<file path="src/cache_config.svh">
`ifndef CACHE_CONFIG_SVH
`define CACHE_CONFIG_SVH

// processor and memory address width
`define CACHE_ADDR_W 32

// data word width, strobe width is CACHE_DATA_W/8
`define CACHE_DATA_W 32

// number of lines in the direct-mapped array
`define CACHE_NUM_SETS 4

// byte offset bits inside one word-sized line
`define CACHE_OFFSET_W 2

`endif

</file>
<file path="src/axil_pkg.sv">
`include "cache_config.svh"

package axil_pkg;

  // response codes for R and B
  typedef enum logic [1:0] {
    OKAY   = 2'b00,
    SLVERR = 2'b10,
    DECERR = 2'b11
  } axil_resp_e;

  // address channel payload, shared by AR and AW
  typedef struct packed {
    logic [`CACHE_ADDR_W-1:0] addr;
    logic [2:0]               prot;
  } axil_ax_t;

  // write data payload
  typedef struct packed {
    logic [`CACHE_DATA_W-1:0]   data;
    logic [`CACHE_DATA_W/8-1:0] strb;
  } axil_w_t;

  // read data payload
  typedef struct packed {
    logic [`CACHE_DATA_W-1:0] data;
    axil_resp_e               resp;
  } axil_r_t;

  // write response payload
  typedef struct packed {
    axil_resp_e resp;
  } axil_b_t;

endpackage

</file>
<file path="src/cache_pkg.sv">
`include "cache_config.svh"

package cache_pkg;

  localparam int index_w = $clog2(`CACHE_NUM_SETS);
  localparam int tag_w   = `CACHE_ADDR_W - index_w - `CACHE_OFFSET_W;

  typedef enum logic {
    OP_READ  = 1'b0,
    OP_WRITE = 1'b1
  } cache_op_e;

  typedef logic [index_w-1:0] cache_index_t;
  typedef logic [tag_w-1:0]   cache_tag_t;

  // one processor access, word aligned
  typedef struct packed {
    cache_op_e                  op;
    logic [`CACHE_ADDR_W-1:0]   addr;
    logic [`CACHE_DATA_W-1:0]   data;
    logic [`CACHE_DATA_W/8-1:0] strb;
  } cache_req_t;

  typedef struct packed {
    cache_op_e                op;
    logic [`CACHE_DATA_W-1:0] data;
  } cache_rsp_t;

  typedef enum logic [1:0] {
    CTRL_IDLE,
    CTRL_MEM_WAIT,
    CTRL_RESPOND
  } ctrl_state_e;

  typedef enum logic [1:0] {
    MEM_IDLE,
    MEM_ADDR,
    MEM_READ_WAIT,
    MEM_WRITE_WAIT
  } mem_state_e;

endpackage

</file>
<file path="src/cache_proc_port.sv">
`timescale 1ns/1ps
`include "cache_config.svh"

module cache_proc_port (
  input  logic                  ACLK,
  input  logic                  ARESETn,
  input  logic                  ar_valid,
  output logic                  ar_ready,
  input  axil_pkg::axil_ax_t    ar,
  input  logic                  aw_valid,
  output logic                  aw_ready,
  input  axil_pkg::axil_ax_t    aw,
  input  logic                  w_valid,
  output logic                  w_ready,
  input  axil_pkg::axil_w_t     w,
  output logic                  r_valid,
  input  logic                  r_ready,
  output axil_pkg::axil_r_t     r,
  output logic                  b_valid,
  input  logic                  b_ready,
  output axil_pkg::axil_b_t     b,
  output logic                  req_valid,
  input  logic                  req_ready,
  output cache_pkg::cache_req_t req,
  input  logic                  rsp_valid,
  output logic                  rsp_ready,
  input  cache_pkg::cache_rsp_t rsp
);

  logic                     busy;
  logic                     rd_accept;
  logic                     wr_accept;
  logic [`CACHE_DATA_W-1:0] rdata_q;

  assign ar_ready = !busy;
  // a write needs AW and W together and yields to a pending read
  assign aw_ready = !busy && !ar_valid && (aw_valid == w_valid);
  assign w_ready  = aw_ready;

  assign rd_accept = ar_valid && ar_ready;
  assign wr_accept = aw_valid && w_valid && aw_ready;

  // busy spans from acceptance to the R or B transfer
  always_ff @(posedge ACLK) begin
    if (!ARESETn) begin
      busy      <= 1'b0;
      req_valid <= 1'b0;
    end else begin
      if (rd_accept || wr_accept) begin
        busy      <= 1'b1;
        req_valid <= 1'b1;
      end else if (req_valid && req_ready) begin
        req_valid <= 1'b0;
      end
      if ((r_valid && r_ready) || (b_valid && b_ready)) begin
        busy <= 1'b0;
      end
    end
  end

  // prot is dropped here
  always_ff @(posedge ACLK) begin
    if (rd_accept) begin
      req <= '{op: cache_pkg::OP_READ, addr: ar.addr, data: '0, strb: '0};
    end else if (wr_accept) begin
      req <= '{op: cache_pkg::OP_WRITE, addr: aw.addr, data: w.data, strb: w.strb};
    end
  end

  assign rsp_ready = !r_valid && !b_valid;

  always_ff @(posedge ACLK) begin
    if (!ARESETn) begin
      r_valid <= 1'b0;
      b_valid <= 1'b0;
    end else begin
      if (rsp_valid && rsp_ready) begin
        if (rsp.op == cache_pkg::OP_READ) begin
          r_valid <= 1'b1;
        end else begin
          b_valid <= 1'b1;
        end
      end
      if (r_valid && r_ready) begin
        r_valid <= 1'b0;
      end
      if (b_valid && b_ready) begin
        b_valid <= 1'b0;
      end
    end
  end

  always_ff @(posedge ACLK) begin
    if (rsp_valid && rsp_ready) begin
      rdata_q <= rsp.data;
    end
  end

  assign r = '{data: rdata_q, resp: axil_pkg::OKAY};
  assign b = '{resp: axil_pkg::OKAY};

  // only word-aligned accesses reach the cache
  a_ar_aligned: assert property (@(posedge ACLK) disable iff (!ARESETn)
    rd_accept |-> ar.addr[`CACHE_OFFSET_W-1:0] == '0);
  a_aw_aligned: assert property (@(posedge ACLK) disable iff (!ARESETn)
    wr_accept |-> aw.addr[`CACHE_OFFSET_W-1:0] == '0);

  // nothing of an earlier access may still be in flight
  a_single: assert property (@(posedge ACLK) disable iff (!ARESETn)
    (rd_accept || wr_accept) |-> !req_valid && !r_valid && !b_valid);

endmodule

</file>
<file path="src/cache_store.sv">
`timescale 1ns/1ps
`include "cache_config.svh"

module cache_store (
  input  logic                       ACLK,
  input  logic                       ARESETn,
  input  cache_pkg::cache_index_t    index,
  input  cache_pkg::cache_tag_t      tag,
  input  logic                       fill_en,
  input  logic [`CACHE_DATA_W-1:0]   fill_data,
  input  logic                       wr_en,
  input  logic [`CACHE_DATA_W/8-1:0] wr_strb,
  input  logic [`CACHE_DATA_W-1:0]   wr_data,
  output logic                       hit,
  output logic [`CACHE_DATA_W-1:0]   line_data
);

  logic [`CACHE_DATA_W-1:0] data_q [`CACHE_NUM_SETS];
  cache_pkg::cache_tag_t    tag_q [`CACHE_NUM_SETS];
  logic [`CACHE_NUM_SETS-1:0] valid_q;

  assign hit       = valid_q[index] && (tag_q[index] == tag);
  assign line_data = data_q[index];

  always_ff @(posedge ACLK) begin
    if (!ARESETn) begin
      valid_q <= '0;
    end else if (fill_en) begin
      valid_q[index] <= 1'b1;
    end
  end

  // a fill replaces the whole line, a write hit merges strobed bytes only
  always_ff @(posedge ACLK) begin
    if (fill_en) begin
      data_q[index] <= fill_data;
      tag_q[index]  <= tag;
    end else if (wr_en && hit) begin
      for (int i = 0; i < `CACHE_DATA_W/8; i++) begin
        if (wr_strb[i]) begin
          data_q[index][8*i +: 8] <= wr_data[8*i +: 8];
        end
      end
    end
  end

endmodule

</file>
<file path="src/cache_ctrl.sv">
`timescale 1ns/1ps
`include "cache_config.svh"

module cache_ctrl (
  input  logic                     ACLK,
  input  logic                     ARESETn,
  input  logic                     req_valid,
  output logic                     req_ready,
  input  cache_pkg::cache_req_t    req,
  output logic                     rsp_valid,
  input  logic                     rsp_ready,
  output cache_pkg::cache_rsp_t    rsp,
  output logic                     mreq_valid,
  input  logic                     mreq_ready,
  output cache_pkg::cache_req_t    mreq,
  input  logic                     mrsp_valid,
  output logic                     mrsp_ready,
  input  logic [`CACHE_DATA_W-1:0] mrsp_data
);

  cache_pkg::ctrl_state_e   state;
  cache_pkg::cache_req_t    req_q;
  logic [`CACHE_ADDR_W-1:0] lk_addr;
  cache_pkg::cache_index_t  index;
  cache_pkg::cache_tag_t    tag;
  logic                     hit;
  logic [`CACHE_DATA_W-1:0] line_data;
  logic                     req_fire;
  logic                     mrsp_fire;
  logic                     fill_en;
  logic                     wr_en;

  assign req_ready  = (state == cache_pkg::CTRL_IDLE);
  assign mrsp_ready = (state == cache_pkg::CTRL_MEM_WAIT) && !mreq_valid;
  assign req_fire   = req_valid && req_ready;
  assign mrsp_fire  = mrsp_valid && mrsp_ready;

  // look up the incoming request while idle, the held one while waiting
  assign lk_addr = req_ready ? req.addr : req_q.addr;
  assign index   = lk_addr[`CACHE_OFFSET_W +: cache_pkg::index_w];
  assign tag     = lk_addr[`CACHE_ADDR_W-1 -: cache_pkg::tag_w];

  assign fill_en = mrsp_fire && (req_q.op == cache_pkg::OP_READ);
  // write-through completes first, then a hit line is merged
  assign wr_en   = mrsp_fire && (req_q.op == cache_pkg::OP_WRITE);
  assign mreq    = req_q;

  cache_store u_store (
    .ACLK      (ACLK),
    .ARESETn   (ARESETn),
    .index     (index),
    .tag       (tag),
    .fill_en   (fill_en),
    .fill_data (mrsp_data),
    .wr_en     (wr_en),
    .wr_strb   (req_q.strb),
    .wr_data   (req_q.data),
    .hit       (hit),
    .line_data (line_data)
  );

  always_ff @(posedge ACLK) begin
    if (!ARESETn) begin
      state      <= cache_pkg::CTRL_IDLE;
      rsp_valid  <= 1'b0;
      mreq_valid <= 1'b0;
    end else begin
      case (state)
        cache_pkg::CTRL_IDLE: begin
          if (req_fire) begin
            if (req.op == cache_pkg::OP_READ && hit) begin
              rsp_valid <= 1'b1;
              state     <= cache_pkg::CTRL_RESPOND;
            end else begin
              mreq_valid <= 1'b1;
              state      <= cache_pkg::CTRL_MEM_WAIT;
            end
          end
        end
        cache_pkg::CTRL_MEM_WAIT: begin
          if (mreq_valid && mreq_ready) begin
            mreq_valid <= 1'b0;
          end
          if (mrsp_fire) begin
            rsp_valid <= 1'b1;
            state     <= cache_pkg::CTRL_RESPOND;
          end
        end
        cache_pkg::CTRL_RESPOND: begin
          if (rsp_valid && rsp_ready) begin
            rsp_valid <= 1'b0;
            state     <= cache_pkg::CTRL_IDLE;
          end
        end
        default: state <= cache_pkg::CTRL_IDLE;
      endcase
    end
  end

  // a hit answers from the line, a miss or write from memory
  always_ff @(posedge ACLK) begin
    if (req_fire) begin
      req_q <= req;
      rsp   <= '{op: req.op, data: line_data};
    end else if (mrsp_fire) begin
      rsp <= '{op: req_q.op, data: mrsp_data};
    end
  end

  a_idle_no_mreq: assert property (@(posedge ACLK) disable iff (!ARESETn)
    state == cache_pkg::CTRL_IDLE |-> !mreq_valid);

endmodule

</file>
<file path="src/cache_mem_port.sv">
`timescale 1ns/1ps
`include "cache_config.svh"

module cache_mem_port (
  input  logic                     ACLK,
  input  logic                     ARESETn,
  input  logic                     mreq_valid,
  output logic                     mreq_ready,
  input  cache_pkg::cache_req_t    mreq,
  output logic                     mrsp_valid,
  input  logic                     mrsp_ready,
  output logic [`CACHE_DATA_W-1:0] mrsp_data,
  output logic                     m_ar_valid,
  input  logic                     m_ar_ready,
  output axil_pkg::axil_ax_t       m_ar,
  output logic                     m_aw_valid,
  input  logic                     m_aw_ready,
  output axil_pkg::axil_ax_t       m_aw,
  output logic                     m_w_valid,
  input  logic                     m_w_ready,
  output axil_pkg::axil_w_t        m_w,
  input  logic                     m_r_valid,
  output logic                     m_r_ready,
  input  axil_pkg::axil_r_t        m_r,
  input  logic                     m_b_valid,
  output logic                     m_b_ready,
  input  axil_pkg::axil_b_t        m_b
);

  cache_pkg::mem_state_e state;
  cache_pkg::cache_req_t req_q;
  logic                  is_wr;
  logic                  aw_done;
  logic                  w_done;
  logic                  aw_fin;
  logic                  w_fin;

  assign mreq_ready = (state == cache_pkg::MEM_IDLE) && !mrsp_valid;
  assign is_wr      = (req_q.op == cache_pkg::OP_WRITE);

  // AW and W start together and each drops after its own transfer
  assign m_ar_valid = (state == cache_pkg::MEM_ADDR) && !is_wr;
  assign m_aw_valid = (state == cache_pkg::MEM_ADDR) && is_wr && !aw_done;
  assign m_w_valid  = (state == cache_pkg::MEM_ADDR) && is_wr && !w_done;
  assign aw_fin     = aw_done || (m_aw_valid && m_aw_ready);
  assign w_fin      = w_done || (m_w_valid && m_w_ready);

  assign m_r_ready = (state == cache_pkg::MEM_READ_WAIT);
  assign m_b_ready = (state == cache_pkg::MEM_WRITE_WAIT);

  assign m_ar = '{addr: req_q.addr, prot: 3'b000};
  assign m_aw = '{addr: req_q.addr, prot: 3'b000};
  assign m_w  = '{data: req_q.data, strb: req_q.strb};

  always_ff @(posedge ACLK) begin
    if (!ARESETn) begin
      state      <= cache_pkg::MEM_IDLE;
      aw_done    <= 1'b0;
      w_done     <= 1'b0;
      mrsp_valid <= 1'b0;
    end else begin
      if (mrsp_valid && mrsp_ready) begin
        mrsp_valid <= 1'b0;
      end
      case (state)
        cache_pkg::MEM_IDLE: begin
          if (mreq_valid && mreq_ready) begin
            aw_done <= 1'b0;
            w_done  <= 1'b0;
            state   <= cache_pkg::MEM_ADDR;
          end
        end
        cache_pkg::MEM_ADDR: begin
          if (!is_wr) begin
            if (m_ar_ready) begin
              state <= cache_pkg::MEM_READ_WAIT;
            end
          end else begin
            aw_done <= aw_fin;
            w_done  <= w_fin;
            if (aw_fin && w_fin) begin
              state <= cache_pkg::MEM_WRITE_WAIT;
            end
          end
        end
        cache_pkg::MEM_READ_WAIT: begin
          if (m_r_valid) begin
            mrsp_valid <= 1'b1;
            state      <= cache_pkg::MEM_IDLE;
          end
        end
        cache_pkg::MEM_WRITE_WAIT: begin
          // the B response code is not checked
          if (m_b_valid) begin
            mrsp_valid <= 1'b1;
            state      <= cache_pkg::MEM_IDLE;
          end
        end
        default: state <= cache_pkg::MEM_IDLE;
      endcase
    end
  end

  always_ff @(posedge ACLK) begin
    if (mreq_valid && mreq_ready) begin
      req_q <= mreq;
    end
    if (m_r_valid && m_r_ready) begin
      mrsp_data <= m_r.data;
    end
  end

  a_ar_stable: assert property (@(posedge ACLK) disable iff (!ARESETn)
    m_ar_valid && !m_ar_ready |=> m_ar_valid && $stable(m_ar));

endmodule

</file>
<file path="src/axil_cache.sv">
`timescale 1ns/1ps
`include "cache_config.svh"

module axil_cache (
  input  logic               ACLK,
  input  logic               ARESETn,
  input  logic               ar_valid,
  output logic               ar_ready,
  input  axil_pkg::axil_ax_t ar,
  input  logic               aw_valid,
  output logic               aw_ready,
  input  axil_pkg::axil_ax_t aw,
  input  logic               w_valid,
  output logic               w_ready,
  input  axil_pkg::axil_w_t  w,
  output logic               r_valid,
  input  logic               r_ready,
  output axil_pkg::axil_r_t  r,
  output logic               b_valid,
  input  logic               b_ready,
  output axil_pkg::axil_b_t  b,
  output logic               m_ar_valid,
  input  logic               m_ar_ready,
  output axil_pkg::axil_ax_t m_ar,
  output logic               m_aw_valid,
  input  logic               m_aw_ready,
  output axil_pkg::axil_ax_t m_aw,
  output logic               m_w_valid,
  input  logic               m_w_ready,
  output axil_pkg::axil_w_t  m_w,
  input  logic               m_r_valid,
  output logic               m_r_ready,
  input  axil_pkg::axil_r_t  m_r,
  input  logic               m_b_valid,
  output logic               m_b_ready,
  input  axil_pkg::axil_b_t  m_b
);

  logic                     req_valid;
  logic                     req_ready;
  cache_pkg::cache_req_t    req;
  logic                     rsp_valid;
  logic                     rsp_ready;
  cache_pkg::cache_rsp_t    rsp;
  logic                     mreq_valid;
  logic                     mreq_ready;
  cache_pkg::cache_req_t    mreq;
  logic                     mrsp_valid;
  logic                     mrsp_ready;
  logic [`CACHE_DATA_W-1:0] mrsp_data;

  cache_proc_port u_proc_port (
    .ACLK      (ACLK),
    .ARESETn   (ARESETn),
    .ar_valid  (ar_valid),
    .ar_ready  (ar_ready),
    .ar        (ar),
    .aw_valid  (aw_valid),
    .aw_ready  (aw_ready),
    .aw        (aw),
    .w_valid   (w_valid),
    .w_ready   (w_ready),
    .w         (w),
    .r_valid   (r_valid),
    .r_ready   (r_ready),
    .r         (r),
    .b_valid   (b_valid),
    .b_ready   (b_ready),
    .b         (b),
    .req_valid (req_valid),
    .req_ready (req_ready),
    .req       (req),
    .rsp_valid (rsp_valid),
    .rsp_ready (rsp_ready),
    .rsp       (rsp)
  );

  cache_ctrl u_ctrl (
    .ACLK       (ACLK),
    .ARESETn    (ARESETn),
    .req_valid  (req_valid),
    .req_ready  (req_ready),
    .req        (req),
    .rsp_valid  (rsp_valid),
    .rsp_ready  (rsp_ready),
    .rsp        (rsp),
    .mreq_valid (mreq_valid),
    .mreq_ready (mreq_ready),
    .mreq       (mreq),
    .mrsp_valid (mrsp_valid),
    .mrsp_ready (mrsp_ready),
    .mrsp_data  (mrsp_data)
  );

  cache_mem_port u_mem_port (
    .ACLK       (ACLK),
    .ARESETn    (ARESETn),
    .mreq_valid (mreq_valid),
    .mreq_ready (mreq_ready),
    .mreq       (mreq),
    .mrsp_valid (mrsp_valid),
    .mrsp_ready (mrsp_ready),
    .mrsp_data  (mrsp_data),
    .m_ar_valid (m_ar_valid),
    .m_ar_ready (m_ar_ready),
    .m_ar       (m_ar),
    .m_aw_valid (m_aw_valid),
    .m_aw_ready (m_aw_ready),
    .m_aw       (m_aw),
    .m_w_valid  (m_w_valid),
    .m_w_ready  (m_w_ready),
    .m_w        (m_w),
    .m_r_valid  (m_r_valid),
    .m_r_ready  (m_r_ready),
    .m_r        (m_r),
    .m_b_valid  (m_b_valid),
    .m_b_ready  (m_b_ready),
    .m_b        (m_b)
  );

endmodule

</file>
<file path="config.mk">
export PLATFORM = sky130hd
export DESIGN_NAME = axil_cache
export DESIGN_NICKNAME = d
export VERILOG_FILES = /design/src/axil_pkg.sv /design/src/cache_pkg.sv /design/src/cache_proc_port.sv /design/src/cache_store.sv /design/src/cache_ctrl.sv /design/src/cache_mem_port.sv /design/src/axil_cache.sv
export VERILOG_INCLUDE_DIRS = /design/src
export SDC_FILE = /design/constraint.sdc
export NUM_CORES = 1
export LEC_CHECK = 0
export ABC_AREA = 1
export ABC_CLOCK_PERIOD_IN_PS = 8000
export BUFFER_PORTS_ARGS = -buffer_cell sky130_fd_sc_hd__buf_2
export CORE_UTILIZATION = 60
export CTS_CLUSTER_DIAMETER = 120
export DETAILED_ROUTE_END_ITERATION = 7
export GPL_ROUTABILITY_DRIVEN = 0
export PLACE_DENSITY = 0.83
export SLEW_MARGIN = 20
export SYNTH_ARGS = -nofsm -noshare
export SYNTH_HDL_FRONTEND = slang
export SYNTH_HIERARCHICAL = 1
export SYNTH_SLANG_ARGS = --single-unit
</file>
<file path="constraint.sdc">
create_clock -name ACLK -period 8 [get_ports ACLK]
set_input_delay 1.6 -clock ACLK [delete_from_list [all_inputs] [get_ports ACLK]]
set_output_delay 1.6 -clock ACLK [all_outputs]
set_load 0.1 [all_outputs]
</file>
==> flow_metrics.tcl <==
set metrics [dict create \
    synth.cell_area_sq_um 22440 \
    startpoint_type "flip-flop" \
    slew_viol_final 0 \
    r2r_start "u_ctrl/state[1]" \
    grt_pass1_vias 14190 \
    drive_gt1_frac 0.1867 \
    synthArstFlopShare 0 \
    crit_top_cell "nand2_1" \
    rsz0062_at_grt "no" \
    area_growth_pct 14.41 \
    drc 0 \
    path_clk_slew_ns 0.06 \
    synth_area_leaders "edfxtp_1 68%, nand2_1 13%, dfxtp_1 4.8%" \
    htreeDepth 2 \
    cts_resized 0 \
    antenna_found_initial 6 \
    hold_class "reg2reg" \
    hold_end "u_proc_port/rdata_q[23]" \
    synth-edff-count 507 \
    yosys_warnings 6 \
    io_buffer_count 285 \
    grt-ovfl-total 0 \
    clock-sinks 561 \
    timing.reg2reg.worst_path_depth 21 \
    yosys_register_bits 561 \
    fp-row-count 70 \
    pin_count 306 \
    worstPathCellList "nor2_4, buf_4, inv_2, nand2_1, nand2_1, buf_4, inv_2, nor2_2, buf_4, nand2_1, nand3_1, nand2_1, inv_1, nand2_1, nor2_1, nand2_1, nor2_1, nand2_1, nor2_4, nand2_1, a21oi_1" \
    status "finished, final reports clean" \
    max_freq_mhz 167.0 \
    final_antenna_net_count 0 \
    r2r-end "u_ctrl/u_store/data_q[2][1]" \
    hold_ws_ns 0.4194 \
    vias 15070 \
    arrival_ns 6.21 \
    drt_iter0_markers 1665 \
    synth_cell_types 32 \
    leakage_nw 10.70 \
    netlist_instances 1954 \
    finalCritPeriodShare 0.7486 \
    worstMarginPinSlew_ns 1.114 \
    crit_fanout 36 \
    synth_largest_area_cell "edfxtp_1" \
    core_area_sq_um 36700 \
    holdBufCountCts 0 \
    ys_top_cells_by_count "771 x nand2_1, 507 x edfxtp_1, 139 x inv_1, 114 x nor2_1, 54 x dfxtp_1" \
    wl_microns 51560 \
    die_width_microns 195.4 \
    grt_max_degree 76 \
    numCtsBuffers 54 \
    start_util 0.6114 \
    power.density_nw_per_um2 278.1 \
    grt_first_pass_wirelength_microns 77910 \
    dp_hpwl_microns 32450 \
    post_cts_buffers 0 \
    clockBufferDepth 3 \
    period_minus_slack_ns 5.989 \
    synth_most_common_cell "nand2_1" \
    crit_required_ns 8.22 \
    globalRouteTotalUtil 0.2698 \
    maxCapViolCount 0 \
    worstHoldPathCells 0 \
    end_kind "flip-flop" \
    final-setup-viol-count 0 \
    fin_area_sq_um 25670 \
    ys.flop_type "edfxtp_1" \
    hold_viol 0 \
    synth_top_area_share 0.6785 \
    clk_latency_ns 0.60 \
    critPathKind "reg2reg" \
    nets 2360 \
    slowest_delay_ns 0.91 \
    routed_via_density 5.544 \
    die_h_microns 195.4 \
    drtPass1Iterations 6 \
    cp-startpoint "u_ctrl/state[1]" \
    slew_headroom 0.2562 \
    cts-root-buf "clkbuf_16" \
    wl_per_cell_microns 18.96 \
    avgSynthCellArea_sq_um 11.48 \
    cts_tree "built" \
    worstHoldStart "u_ctrl/rsp[23]" \
    placed_area_sq_um 23960 \
    die_area_sq_um 38170 \
    reg2reg_slack_ns 2.01 \
    vdd_ir_drop_max_mv 0.2107 \
    report.power.total_mw 7.139 \
    setup-tns-final_ns 0 \
    cp_slowest_cell "a21oi_1" \
    finalClockSkew_ns 0.02109 \
    yosysSeqAreaShare 0.7267 \
]
==> worst max path at each step <==
stage                                              to  slack, ns
after floorplan                               w_ready       1.86
after global placement    u_ctrl/u_store/data_q[1][9]       2.47
after detailed placement  u_ctrl/u_store/data_q[2][1]       2.21
after CTS                 u_ctrl/u_store/data_q[2][6]       2.20
after global routing      u_ctrl/u_store/data_q[2][1]       1.64
final                     u_ctrl/u_store/data_q[2][1]       2.01
==> worst max-delay path: cells and delay by family, from the launching register on <==
family	cells	cell delay [ns]
AOI/OAI and AO/OA	1	0.91
buffers and inverters	6	2.05
DFF	1	0.46
and+or+nand+nor	14	2.12
==> layout make-up <==
| cell class | count | area, sq um |
|---|---|---|
| diodes | 2 | 5.005 |
| clock buffers | 74 | 1529 |
| clock inverters | 26 | 182.7 |
| fillers | 2397 | 11030 |
| inverters | 148 | 555.5 |
| multi-input cells | 1135 | 4932 |
| flip-flops and latches | 561 | 16310 |
| well taps | 468 | 585.6 |
| repair buffers | 305 | 1577 |
==> sequential cells by signal (all words and copies together), names as in the netlist, 2 cells and up <==
signal / count
u_mem_port/m_ar: 32
u_ctrl/mreq: 69
u_proc_port/rdata_q: 32
u_ctrl/u_store/valid_q: 4
u_mem_port/state: 2
u_ctrl/u_store/tag_q: 112
u_ctrl/rsp: 33
u_ctrl/state: 2
u_ctrl/u_store/data_q: 128
u_mem_port/m_w: 36
u_proc_port/req: 69
u_mem_port/mrsp_data: 32
==> cell usage in the layout, fill, tap and decap left out, drive strengths merged <==
master,Yosys,routed
bufinv,0,2
conb,2,10
clkinv,0,21
dfxtp,54,54
o22ai,1,1
edfxtp,507,507
nor3,3,3
a22oi,50,50
nor3b,1,1
clkinvlp,0,2
nand4,39,39
nand3,55,55
inv,148,149
nand2,774,774
a21oi,31,31
clkbuf,27,74
diode,0,2
buf,91,305
o21ai,38,38
nand3b,6,6
nor2,122,122
o21a,4,4
ha,1,1
==> where the power goes <==
part,leakage (nW),total [mW],switching (mW),internal (mW)
Clock,0.837,2.44,1.05,1.40
Combinational,4.77,1.23,0.995,0.238
Sequential,5.09,3.46,0.0836,3.38
==> through the flow <==
stage	setup WS [ns]	util	cells
finish	2.011	0.6996	2719
global route	1.640	0.6995	2718
CTS	2.198	0.6994	2717
detailed placement	2.205	0.6528	2617
global placement	2.474	0.6528	2617
floorplan	1.860	-	1962
==> logic make-up (layout without fill, tap and decap cells) <==
family,count (synthesis),after routing,share of synthesized area
other,2,12,0.0003347
flip-flops,561,561,0.7267
AO/OA/AOI/OAI,124,124,0.03390
AND/OR/NAND/NOR,1000,1000,0.1821
adder cells (fa/ha/maj),1,1,0.0005575
buffers and inverters,266,553,0.05638
==> metal layers <==
metal	routed length [microns]	part of all wire	track usage	vias to the layer above
met3	5830	0.11	0.05838	98
met5	46	0.00089	0	-
met4	1188	0.023	0.08545	8
li1	-	-	-	6990
met1	20350	0.39	0.3812	7033
met2	24150	0.47	0.4224	945
No activity file was read; power rests on OpenSTA's default activity.
